$ cat src/cpu_pkg.sv
// Shared types for the eight-bit accumulator CPU: data, address, opcodes and FSM states.
package cpu_pkg;

	typedef logic [7:0] word_t;	// One data byte.
	typedef logic [7:0] addr_t;	// One memory address.

	// Instruction set, one byte per opcode.
	typedef enum logic [7:0] {
		op_nop = 8'h00,
		op_ldx = 8'h01, op_lix = 8'h02, op_stx = 8'h03,	// X register.
		op_ldy = 8'h09, op_liy = 8'h0a, op_sty = 8'h0b,	// Y register.
		op_ldz = 8'h11, op_liz = 8'h12, op_stz = 8'h13,	// Z register.
		op_inz = 8'h15, op_dez = 8'h16, op_clz = 8'h17,	// Z count ops.
		op_lda = 8'h19, op_lia = 8'h1a, op_sta = 8'h1b,	// Accumulator.
		op_cla = 8'h1c,					// Clears acc and both flags.
		op_adx = 8'h21, op_ady = 8'h22, op_adz = 8'h23,	// Add register.
		op_add = 8'h24, op_adi = 8'h25,			// Add memory, immediate.
		op_sux = 8'h26, op_suy = 8'h27, op_suz = 8'h28,	// Subtract register.
		op_sub = 8'h29, op_sui = 8'h2a,			// Subtract memory, immediate.
		op_lsl = 8'h36, op_lsr = 8'h37,			// Shifts through carry.
		op_rol = 8'h38, op_ror = 8'h39,			// Rotates through carry.
		op_jmp = 8'h41, op_jzs = 8'h42, op_jzc = 8'h43,	// Jumps.
		op_jcs = 8'h44, op_jcc = 8'h45,
		op_jsr = 8'h46, op_rsr = 8'h47,			// Single-level call.
		op_txa = 8'h51, op_tax = 8'h52,			// Transfers.
		op_tya = 8'h53, op_tay = 8'h54,
		op_tza = 8'h55, op_taz = 8'h56,
		op_cmp = 8'h61, op_cmi = 8'h62,			// Compares, acc unchanged.
		op_cpx = 8'h63, op_cpy = 8'h64, op_cpz = 8'h65,
		op_clc = 8'h66,
		op_clo = 8'h81, op_otx = 8'h82, op_oty = 8'h83,	// Output port.
		op_otz = 8'h84, op_ota = 8'h85,
		op_hlt = 8'hff
	} opcode_e;

	// Execute unit steps.
	typedef enum logic [2:0] {
		st_idle,	// Waiting for an instruction.
		st_decode,	// Classify, raise data request.
		st_data_wait,	// Data access in flight.
		st_update,	// Write results, pulse done.
		st_halted	// Stopped until reset.
	} exec_state_e;

	// Memory requesters, highest priority first.
	typedef enum logic [1:0] {
		req_load,
		req_exec,
		req_fetch
	} req_id_e;

endpackage

$ cat src/cpu_top.sv
// Top level of the accumulator CPU, wiring fetch, execute, arbiter and memory.
`timescale 1ns/1ps

module cpu_top #(
	parameter int MEM_DEPTH = 256
) (
	input  logic            clk,
	input  logic            rst,
	input  logic            run,
	input  logic            load_we,
	input  cpu_pkg::addr_t  load_addr,
	input  cpu_pkg::word_t  load_data,
	output cpu_pkg::word_t  port_out,
	output logic            port_strobe,
	output logic            halted
);
	import cpu_pkg::*;

	logic    fetch_req, fetch_gnt, fetch_rvalid;
	addr_t   fetch_addr;
	logic    exec_req, exec_we, exec_gnt, exec_rvalid;
	addr_t   exec_addr;
	word_t   exec_wdata;
	logic    mem_we;
	addr_t   mem_addr;
	word_t   mem_wdata, mem_rdata;
	word_t   rdata;	// Arbiter return bus.
	logic    instr_valid, done, redirect, call, ret;
	opcode_e opcode;
	word_t   operand;
	addr_t   target;

	program_memory #(
		.MEM_DEPTH(MEM_DEPTH)
	) i_mem (
		.clk(clk), .we(mem_we), .addr(mem_addr), .wdata(mem_wdata), .rdata(mem_rdata)
	);

	mem_arbiter i_arb (
		.clk(clk), .rst(rst),
		.load_req(load_we), .load_addr(load_addr), .load_data(load_data),
		.exec_req(exec_req), .exec_we(exec_we), .exec_addr(exec_addr),
		.exec_wdata(exec_wdata),
		.fetch_req(fetch_req), .fetch_addr(fetch_addr),
		.mem_we(mem_we), .mem_addr(mem_addr), .mem_wdata(mem_wdata), .mem_rdata(mem_rdata),
		.exec_gnt(exec_gnt), .fetch_gnt(fetch_gnt),
		.exec_rvalid(exec_rvalid), .fetch_rvalid(fetch_rvalid), .rdata(rdata)
	);

	fetch_unit i_fetch (
		.clk(clk), .rst(rst), .run(run),
		.req(fetch_req), .addr(fetch_addr), .gnt(fetch_gnt), .rvalid(fetch_rvalid),
		.rdata(rdata),
		.instr_valid(instr_valid), .opcode(opcode), .operand(operand),
		.done(done), .redirect(redirect), .call(call), .ret(ret), .target(target)
	);

	exec_unit i_exec (
		.clk(clk), .rst(rst),
		.instr_valid(instr_valid), .opcode(opcode), .operand(operand),
		.done(done), .redirect(redirect), .call(call), .ret(ret), .target(target),
		.req(exec_req), .we(exec_we), .addr(exec_addr), .wdata(exec_wdata),
		.gnt(exec_gnt), .rvalid(exec_rvalid), .rdata(rdata),
		.port_out(port_out), .port_strobe(port_strobe), .halted(halted)
	);

endmodule

$ cat src/exec_unit.sv
// Execute unit with registers, accumulator, flags, data accesses and output port.
`timescale 1ns/1ps

module exec_unit (
	input  logic              clk,
	input  logic              rst,
	input  logic              instr_valid,
	input  cpu_pkg::opcode_e  opcode,
	input  cpu_pkg::word_t    operand,
	output logic              done,
	output logic              redirect,
	output logic              call,
	output logic              ret,
	output cpu_pkg::addr_t    target,
	output logic              req,
	output logic              we,
	output cpu_pkg::addr_t    addr,
	output cpu_pkg::word_t    wdata,
	input  logic              gnt,
	input  logic              rvalid,
	input  cpu_pkg::word_t    rdata,
	output cpu_pkg::word_t    port_out,
	output logic              port_strobe,
	output logic              halted
);
	import cpu_pkg::*;

	localparam int CF = 1;	// Carry flag bit.
	localparam int ZF = 0;	// Zero flag bit.

	exec_state_e state_q;
	opcode_e     op_q;
	word_t       arg_q;
	word_t       mem_q;	// Byte read from memory.
	word_t       x_q, y_q, z_q, acc_q;
	logic [1:0]  flags_q;
	logic        req_q, done_q, strobe_q;
	word_t       port_q;
	logic        mem_op, store_op, take;
	word_t       src;	// Selected source operand.
	word_t       alu_res;
	logic        alu_c;
	logic [8:0]  sum9, diff9;

	always_comb begin
		mem_op   = 1'b0;
		store_op = 1'b0;
		case (op_q)
			op_ldx, op_ldy, op_ldz, op_lda, op_add, op_sub, op_cmp: mem_op = 1'b1;
			op_stx, op_sty, op_stz, op_sta: begin
				mem_op   = 1'b1;
				store_op = 1'b1;
			end
			default: ;
		endcase
	end

	always_comb begin
		case (op_q)
			op_adx, op_sux, op_cpx, op_txa, op_otx, op_stx: src = x_q;
			op_ady, op_suy, op_cpy, op_tya, op_oty, op_sty: src = y_q;
			op_adz, op_suz, op_cpz, op_tza, op_otz, op_stz: src = z_q;
			op_tax, op_tay, op_taz, op_ota, op_sta: src = acc_q;
			op_ldx, op_ldy, op_ldz, op_lda, op_add, op_sub, op_cmp: src = mem_q;
			default: src = arg_q;	// Immediates.
		endcase
	end

	assign sum9  = {1'b0, acc_q} + {1'b0, src};
	assign diff9 = {1'b0, acc_q} - {1'b0, src};	// Top bit is borrow.

	always_comb begin
		{alu_c, alu_res} = sum9;
		case (op_q)
			op_sux, op_suy, op_suz, op_sub, op_sui: {alu_c, alu_res} = diff9;
			op_lsl: {alu_c, alu_res} = {acc_q, 1'b0};
			op_rol: {alu_c, alu_res} = {acc_q, flags_q[CF]};
			op_lsr: {alu_res, alu_c} = {1'b0, acc_q};
			op_ror: {alu_res, alu_c} = {flags_q[CF], acc_q};
			default: ;
		endcase
	end

	// Flags as they stand, jumps leave them alone.
	always_comb begin
		case (op_q)
			op_jmp, op_jsr: take = 1'b1;
			op_jzs: take = flags_q[ZF];
			op_jzc: take = !flags_q[ZF];
			op_jcs: take = flags_q[CF];
			op_jcc: take = !flags_q[CF];
			default: take = 1'b0;
		endcase
	end

	assign req         = req_q;
	assign we          = store_op;
	assign addr        = arg_q;	// Direct address.
	assign wdata       = src;
	assign done        = done_q;
	assign redirect    = done_q && take;
	assign call        = done_q && (op_q == op_jsr);
	assign ret         = done_q && (op_q == op_rsr);
	assign target      = arg_q;
	assign port_out    = port_q;
	assign port_strobe = strobe_q;
	assign halted      = (state_q == st_halted);

	always_ff @(posedge clk) begin
		if (rst) begin
			state_q  <= st_idle;
			req_q    <= 1'b0;
			done_q   <= 1'b0;
			strobe_q <= 1'b0;
			port_q   <= '0;
			flags_q  <= '0;
			x_q      <= '0;
			y_q      <= '0;
			z_q      <= '0;
			acc_q    <= '0;
		end else begin
			done_q   <= 1'b0;
			strobe_q <= 1'b0;
			case (state_q)
				st_idle: begin
					if (instr_valid) begin
						state_q <= st_decode;
					end
				end
				st_decode: begin
					if (op_q == op_hlt) begin
						state_q <= st_halted;	// No done, fetch stays parked.
					end else if (mem_op) begin
						req_q   <= 1'b1;
						state_q <= st_data_wait;
					end else begin
						state_q <= st_update;
					end
				end
				st_data_wait: begin
					if (gnt) begin
						req_q <= 1'b0;
					end
					if ((gnt && store_op) || rvalid) begin
						state_q <= st_update;	// Write done or byte back.
					end
				end
				st_update: begin
					done_q  <= 1'b1;
					state_q <= st_idle;
					case (op_q)
						op_ldx, op_lix, op_tax: x_q <= src;
						op_ldy, op_liy, op_tay: y_q <= src;
						op_ldz, op_liz, op_taz: z_q <= src;
						op_inz: z_q <= z_q + 8'd1;
						op_dez: z_q <= z_q - 8'd1;
						op_clz: z_q <= '0;
						op_lda, op_lia, op_txa, op_tya, op_tza: acc_q <= src;
						op_cla: begin
							acc_q   <= '0;
							flags_q <= '0;
						end
						op_adx, op_ady, op_adz, op_add, op_adi,
						op_sux, op_suy, op_suz, op_sub, op_sui,
						op_lsl, op_lsr, op_rol, op_ror: begin
							acc_q       <= alu_res;
							flags_q[CF] <= alu_c;
							flags_q[ZF] <= (alu_res == '0);
						end
						op_cmp, op_cmi, op_cpx, op_cpy, op_cpz: begin
							flags_q[CF] <= (src >= acc_q);	// Operand at least acc.
							flags_q[ZF] <= (src == acc_q);
						end
						op_clc: flags_q[CF] <= 1'b0;
						op_clo: begin
							port_q   <= '0;
							strobe_q <= 1'b1;
						end
						op_otx, op_oty, op_otz, op_ota: begin
							port_q   <= src;
							strobe_q <= 1'b1;
						end
						default: ;	// Stores, jumps, nop.
					endcase
				end
				st_halted: ;	// Held until reset.
				default: state_q <= st_idle;
			endcase
		end
	end

	always_ff @(posedge clk) begin
		if (state_q == st_idle && instr_valid) begin
			op_q  <= opcode;
			arg_q <= operand;
		end
		if (rvalid) begin
			mem_q <= rdata;
		end
	end

	// Halt is final and silent.
	a_halt_quiet: assert property (@(posedge clk) disable iff (rst)
		halted |-> !port_strobe ##1 halted);

endmodule

$ cat src/fetch_unit.sv
// Fetch unit with program counter, return address and opcode/operand fetch.
`timescale 1ns/1ps

module fetch_unit (
	input  logic              clk,
	input  logic              rst,
	input  logic              run,
	output logic              req,
	output cpu_pkg::addr_t    addr,
	input  logic              gnt,
	input  logic              rvalid,
	input  cpu_pkg::word_t    rdata,
	output logic              instr_valid,
	output cpu_pkg::opcode_e  opcode,
	output cpu_pkg::word_t    operand,
	input  logic              done,
	input  logic              redirect,
	input  logic              call,
	input  logic              ret,
	input  cpu_pkg::addr_t    target
);
	import cpu_pkg::*;

	typedef enum logic [2:0] {
		fs_stop,	// Waiting for run.
		fs_op,		// Requesting opcode byte.
		fs_op_wait,
		fs_arg,		// Requesting operand byte.
		fs_arg_wait,
		fs_busy		// Instruction in exec.
	} fetch_state_e;

	fetch_state_e state_q;
	addr_t        pc_q;
	addr_t        ret_addr_q;	// Single-level return.
	logic         instr_valid_q;
	opcode_e      opcode_q;
	word_t        operand_q;

	// Instructions that carry an operand byte.
	function automatic logic two_byte(opcode_e op);
		case (op)
			op_ldx, op_lix, op_stx, op_ldy, op_liy, op_sty,
			op_ldz, op_liz, op_stz, op_lda, op_lia, op_sta,
			op_add, op_adi, op_sub, op_sui, op_cmp, op_cmi,
			op_jmp, op_jzs, op_jzc, op_jcs, op_jcc, op_jsr: two_byte = 1'b1;
			default: two_byte = 1'b0;
		endcase
	endfunction

	assign req         = (state_q == fs_op) || (state_q == fs_arg);
	assign addr        = pc_q;
	assign instr_valid = instr_valid_q;
	assign opcode      = opcode_q;
	assign operand     = operand_q;

	always_ff @(posedge clk) begin
		if (rst) begin
			state_q       <= fs_stop;
			pc_q          <= '0;
			ret_addr_q    <= '0;
			instr_valid_q <= 1'b0;
		end else begin
			instr_valid_q <= 1'b0;
			case (state_q)
				fs_stop: begin
					if (run) begin
						state_q <= fs_op;
					end
				end
				fs_op, fs_arg: begin
					if (gnt) begin
						pc_q    <= pc_q + 8'd1;	// Step past this byte.
						state_q <= (state_q == fs_op) ? fs_op_wait : fs_arg_wait;
					end
				end
				fs_op_wait: begin
					if (rvalid && two_byte(opcode_e'(rdata))) begin
						state_q <= fs_arg;
					end else if (rvalid) begin
						instr_valid_q <= 1'b1;
						state_q       <= fs_busy;
					end
				end
				fs_arg_wait: begin
					if (rvalid) begin
						instr_valid_q <= 1'b1;
						state_q       <= fs_busy;
					end
				end
				fs_busy: begin
					if (done) begin
						if (ret) begin
							pc_q <= ret_addr_q;
						end else if (redirect) begin
							pc_q <= target;	// Taken jump or call.
						end
						if (call) begin
							ret_addr_q <= pc_q;	// Already past operand.
						end
						state_q <= run ? fs_op : fs_stop;
					end
				end
				default: state_q <= fs_stop;
			endcase
		end
	end

	always_ff @(posedge clk) begin
		if (state_q == fs_op_wait && rvalid) begin
			opcode_q  <= opcode_e'(rdata);
			operand_q <= '0;	// Zero for one-byte forms.
		end
		if (state_q == fs_arg_wait && rvalid) begin
			operand_q <= rdata;
		end
	end

	// One instruction in flight, so no new one before done.
	a_one_in_flight: assert property (@(posedge clk) disable iff (rst)
		instr_valid |=> !instr_valid until done);

endmodule

$ cat src/mem_arbiter.sv
// Fixed-priority memory arbiter for the load port, execute unit and fetch unit.
`timescale 1ns/1ps

module mem_arbiter (
	input  logic            clk,
	input  logic            rst,
	input  logic            load_req,
	input  cpu_pkg::addr_t  load_addr,
	input  cpu_pkg::word_t  load_data,
	input  logic            exec_req,
	input  logic            exec_we,
	input  cpu_pkg::addr_t  exec_addr,
	input  cpu_pkg::word_t  exec_wdata,
	input  logic            fetch_req,
	input  cpu_pkg::addr_t  fetch_addr,
	output logic            mem_we,
	output cpu_pkg::addr_t  mem_addr,
	output cpu_pkg::word_t  mem_wdata,
	input  cpu_pkg::word_t  mem_rdata,
	output logic            exec_gnt,
	output logic            fetch_gnt,
	output logic            exec_rvalid,
	output logic            fetch_rvalid,
	output cpu_pkg::word_t  rdata
);
	import cpu_pkg::*;

	req_id_e sel;		// Winner this cycle.
	logic    sel_read;	// Winner reads.
	req_id_e owner_q;	// Owner of last access.
	logic    pend_q;	// Read data due now.

	always_comb begin
		if (load_req) begin
			sel = req_load;	// Load always wins.
		end else if (exec_req) begin
			sel = req_exec;
		end else begin
			sel = req_fetch;	// Also the idle choice.
		end
	end

	always_comb begin
		case (sel)
			req_load: begin
				mem_we    = 1'b1;	// Load port is write only.
				mem_addr  = load_addr;
				mem_wdata = load_data;
			end
			req_exec: begin
				mem_we    = exec_we;
				mem_addr  = exec_addr;
				mem_wdata = exec_wdata;
			end
			default: begin
				mem_we    = 1'b0;	// Fetch only reads.
				mem_addr  = fetch_addr;
				mem_wdata = exec_wdata;
			end
		endcase
	end

	assign exec_gnt  = (sel == req_exec);
	assign fetch_gnt = (sel == req_fetch) && fetch_req;
	assign sel_read  = fetch_gnt || (exec_gnt && !exec_we);

	always_ff @(posedge clk) begin
		if (rst) begin
			pend_q  <= 1'b0;
			owner_q <= req_fetch;
		end else begin
			pend_q  <= sel_read;
			owner_q <= sel;	// Steers rvalid next cycle.
		end
	end

	assign exec_rvalid  = pend_q && (owner_q == req_exec);
	assign fetch_rvalid = pend_q && (owner_q == req_fetch);
	assign rdata        = mem_rdata;	// Shared return bus.

	a_one_grant: assert property (@(posedge clk) disable iff (rst)
		$onehot0({exec_gnt, fetch_gnt}));

endmodule

$ cat src/program_memory.sv
// Shared instruction and data memory, single port, synchronous read and write.
`timescale 1ns/1ps

module program_memory #(
	parameter int MEM_DEPTH = 256
) (
	input  logic            clk,
	input  logic            we,
	input  cpu_pkg::addr_t  addr,
	input  cpu_pkg::word_t  wdata,
	output cpu_pkg::word_t  rdata
);
	import cpu_pkg::*;

	word_t mem [MEM_DEPTH];	// Contents come from the load port.

	always_ff @(posedge clk) begin
		if (we) begin
			mem[addr] <= wdata;	// Write in the grant cycle.
		end
		rdata <= mem[addr];	// Byte valid one cycle later.
	end

endmodule

$ cat config.mk
export PLATFORM = sky130hd
export DESIGN_NAME = cpu_top
export DESIGN_NICKNAME = d
export VERILOG_FILES = /design/src/cpu_pkg.sv /design/src/cpu_top.sv /design/src/exec_unit.sv /design/src/fetch_unit.sv /design/src/mem_arbiter.sv /design/src/program_memory.sv
export SDC_FILE = /design/constraint.sdc
export NUM_CORES = 2
export LEC_CHECK = 0
export BUFFER_PORTS_ARGS = -buffer_cell sky130_fd_sc_hd__buf_2
export CORE_MARGIN = 10
export CORE_UTILIZATION = 40
export CTS_BUF_LIST = sky130_fd_sc_hd__clkbuf_8
export CTS_CLUSTER_SIZE = 14
export DETAILED_ROUTE_END_ITERATION = 10
export GPL_ROUTABILITY_DRIVEN = 0
export PLACE_DENSITY = 0.62
export RECOVER_POWER = 100
export SYNTH_ARGS = -nofsm -noshare
export SYNTH_HDL_FRONTEND = slang
export SYNTH_SLANG_ARGS = --single-unit
$ cat constraint.sdc
create_clock -name clk -period 40.7 [get_ports clk]
set_input_delay 2.035 -clock clk [delete_from_list [all_inputs] [get_ports clk]]
set_output_delay 2.035 -clock clk [all_outputs]
set_load 0.01 [all_outputs]
==> impl_metrics.ini <==
[global_route]
antenna_found_initial = 11
grt_use_met3 = 0.05806
grt_busiest_layer = met2
grt_remaining_overflow = 0
grtUsageMet1 = 0.3008
grt_pass1_wl_um = 377000
use_met2 = 0.3276
grt_start_max_net_pins = 181
gr-usage-all-layers = 0.2189
grt_pass1_vias = 49554

[timing]
slew_viol_final = 2569
setup_slack_ns = 26.68
fin_crit_sh = 0.3444
tightest_slew_ns = 8.762
slew_headroom = -4.842
clock_skew_ns = 0.1070
setup_tns_ns = 0
finalSetupViolCount = 0
hold_viol = 0
min_period_ns = 14.02
fmax_mhz = 71.34
rsz0062_at_grt = no

[clock_tree]
htree_levels = 5
clkTransAtPathRegs_ns = 0.06
cts_sinks = 2167
cts_tree = yes
ctsResizeCount = 0
clockBufferDepth = 4
holdBufCountCts = 0
numCtsBuffers = 359
clk_latency_ns = 1.08
clock-root-buffer = clkbuf_8
post_cts_buffers = 0

[die]
core_um2 = 215000
rows = 170
dieArea_um2 = 235600
die_w_um = 485.4
chipHeight_um = 485.4
ios = 30
initial_utilization = 0.4029

[layout]
seqCellArea_um2 = 64280
nNetsFinal = 5443
fillers = 18615
drive_above_1_share = 0.1649
final_util = 0.4474
multiInputGateArea_um2 = 20980
final_area_um2 = 96210
synthToLayoutAreaGrowth_pct = 11.04

[place]
dpl_cell_area_um2 = 90380
place_ws_ns = 31.54
hpwl_um = 164200
numPortBuffers = 29

[detailed_routing]
viasPerCell = 6.077
drtIter0Drc = 7457
wl_per_cell_um = 31.40
route.detailed.drc = 0
drt_pass1_iterations = 6
totalWireLength_um = 266500
drtAntennaViolNets = 0
via_count = 51567

[critical_path]
regToRegStartpoint = i_exec.op_q[4]
rr_worst_depth = 11
r2r_end = i_mem.mem[91][1]
cp_data_required_time_ns = 40.89
path_class = in -> reg
endpoint_kind = register
cp.arrival_ns = 14.20
crit_path_start = load_we
worstPathMaxFanout = 95
worst_setup_path_start_kind = primary input
rrSetupSlack_ns = 26.86

[synthesis]
synth_seq_cells = 2167
syn_inst = 5166
yosysSeqAreaShare = 0.7419
synth_edf_count = 2088
synth_area_um2 = 86650
yosysWarnings = 0
syn_avg_cell_area_um2 = 16.77
synthDistinctLibCells = 80
synthFlopType = edfxtp_1
async_flop_share = 0
syn_nets = 5213

[flow_run]
drv_cap = 48

[worst_hold_path]
min_to = i_exec.op_q[3]
whs_path_depth = 0
hp-class = reg -> reg
holdCritStartpoint = i_fetch.opcode[3]

[outcome]
run_status = complete, but fails checks
violations = capacitance limit, slew limit

[pwr]
peakVddDrop_v = 0.00003787
p_leak_nw = 30.91
power_density_nw_per_um2 = 46.95
p_total_mw = 4.518
## cell usage after synthesis (all sizes together) (6+ instances only)
cell type	n	area, um^2
mux2i	137	1375
dfxtp	79	1582
o21a	11	82.58
a311oi	24	210.2
nor2b	13	81.33
o32ai	9	78.83
o211ai	11	82.58
a32o	9	90.09
nor2	412	1549
nand3	243	1216
a21oi	92	460.4
edfxtp	2088	62700
nand4	73	456.7
a32oi	36	315.3
or3	6	37.54
ha	24	300.3
and3	24	150.1
inv	28	105.1
o21ai	82	414.1
a22oi	72	540.5
nand2	658	2470
nor4b	6	58.80
nand2b	20	125.1
or2	8	50.05
buf	159	885.8
and2	18	112.6
a221o	23	230.2
mux4	367	8265
nor4	25	156.4
a221oi	19	166.4
nand3b	13	97.59
o22ai	44	275.3
a211oi	9	67.56
a31oi	31	193.9
clkbuf	147	551.8
nor3	59	295.3
a21o	10	75.07
## how the worst max path moves through the flow
| stage | endpoint | slack [ns] |
|---|---|---|
| 4_1_cts | i_mem.rdata[7] | 32.35 |
| 2_1_floorplan | i_mem.mem[0][5] | 25.97 |
| 6_report | i_mem.mem[243][6] | 26.68 |
| 3_5_place_dp | i_mem.rdata[7] | 31.54 |
| 5_1_grt | i_mem.mem[244][1] | 25.83 |
| 3_3_place_gp | i_mem.rdata[7] | 31.53 |
## area by class of cell
| class | instances | share of cell area |
|---|---|---|
| sequential | 2167 | 0.6681 |
| multi-input combinational | 2665 | 0.2181 |
| clock buffer | 367 | 0.05250 |
| tap | 2838 | 0.03691 |
| clock inverter | 237 | 0.01181 |
| timing repair buffer | 175 | 0.01126 |
| inverter | 28 | 0.001092 |
| antenna | 9 | 0.0002341 |
## layout by cell type, fill, tap and decap left out, types with 11 or more instances in the layout
master and instances:
a21oi_1 92, a221o_1 23, a221oi_1 19, a22oi_1 72, a311oi_1 24, a31oi_1 31
a32oi_1 36, and3_1 24, buf_2 18, buf_4 86, clkbuf_1 66, clkbuf_8 367
clkinv_1 76, clkinv_2 27, dfxtp_1 79, edfxtp_1 2088, ha_1 24, inv_1 142
mux2i_1 136, mux4_2 367, nand2_1 658, nand2b_1 20, nand3_1 243, nand3b_1 13
nand4_1 73, nor2_1 402, nor2b_1 13, nor3_1 56, nor4_1 20, o211ai_1 11
o21ai_0 66, o22ai_1 44
## stage by stage
step | instances | hold WS [ns]
finish | 8486 | 0.4199
global route | 8478 | 0.4300
CTS | 8477 | 0.4192
detailed placement | 7873 | 0.4045
global placement | 7873 | 0.4015
floorplan | 5166 | 0.4003
## state kept, by name (all words and copies together), names as in the netlist, 2 cells and up
signal              count
i_exec.x_q              8
i_exec.y_q              8
i_fetch.addr            8
i_fetch.ret_addr_q      8
i_exec.mem_q            8
i_fetch.operand         8
i_exec.state_q          3
i_exec.addr             8
i_fetch.opcode          8
i_exec.acc_q            8
i_exec.port_out         8
i_fetch.state_q         3
i_exec.op_q             8
i_exec.flags_q          2
i_arb.owner_q           2
i_mem.rdata             8
i_exec.z_q              8
i_mem.mem            2048
## power breakdown
part	switching (mW)	internal (mW)
sequential	0.0112	2.46
clock	0.856	0.874
combinational	0.220	0.0923
## worst max-delay path, stage by stage
cell	delay, ns
clkbuf_1	0.38
clkbuf_1	2.11
nand2_1	0.19
o21ai_0	0.19
clkbuf_1	2.53
clkbuf_1	3.46
clkbuf_1	3.08
## logic make-up (layout without fill, tap and decap cells)
group                      after synthesis  in the layout  synth area share
buffers and inverters                  334            807           0.01780
and+or+nand+nor                       1597           1597           0.08110
xor gates and xnor gates                 9              9         0.0009097
DFF                                   2167           2167            0.7419
adders and majority gates               28             28          0.004274
other                                    0              9                 0
muxes                                  509            509            0.1119
AOI/OAI and AO/OA                      522            522           0.04212
## metal layers
metal,share of wire,vias to the layer above
met5,0.00015,-
met4,0.051,6
met3,0.12,703
met2,0.44,3312
met1,0.39,26616
li1,-,20930
Note: power is estimated with default switching activity, not from simulation.
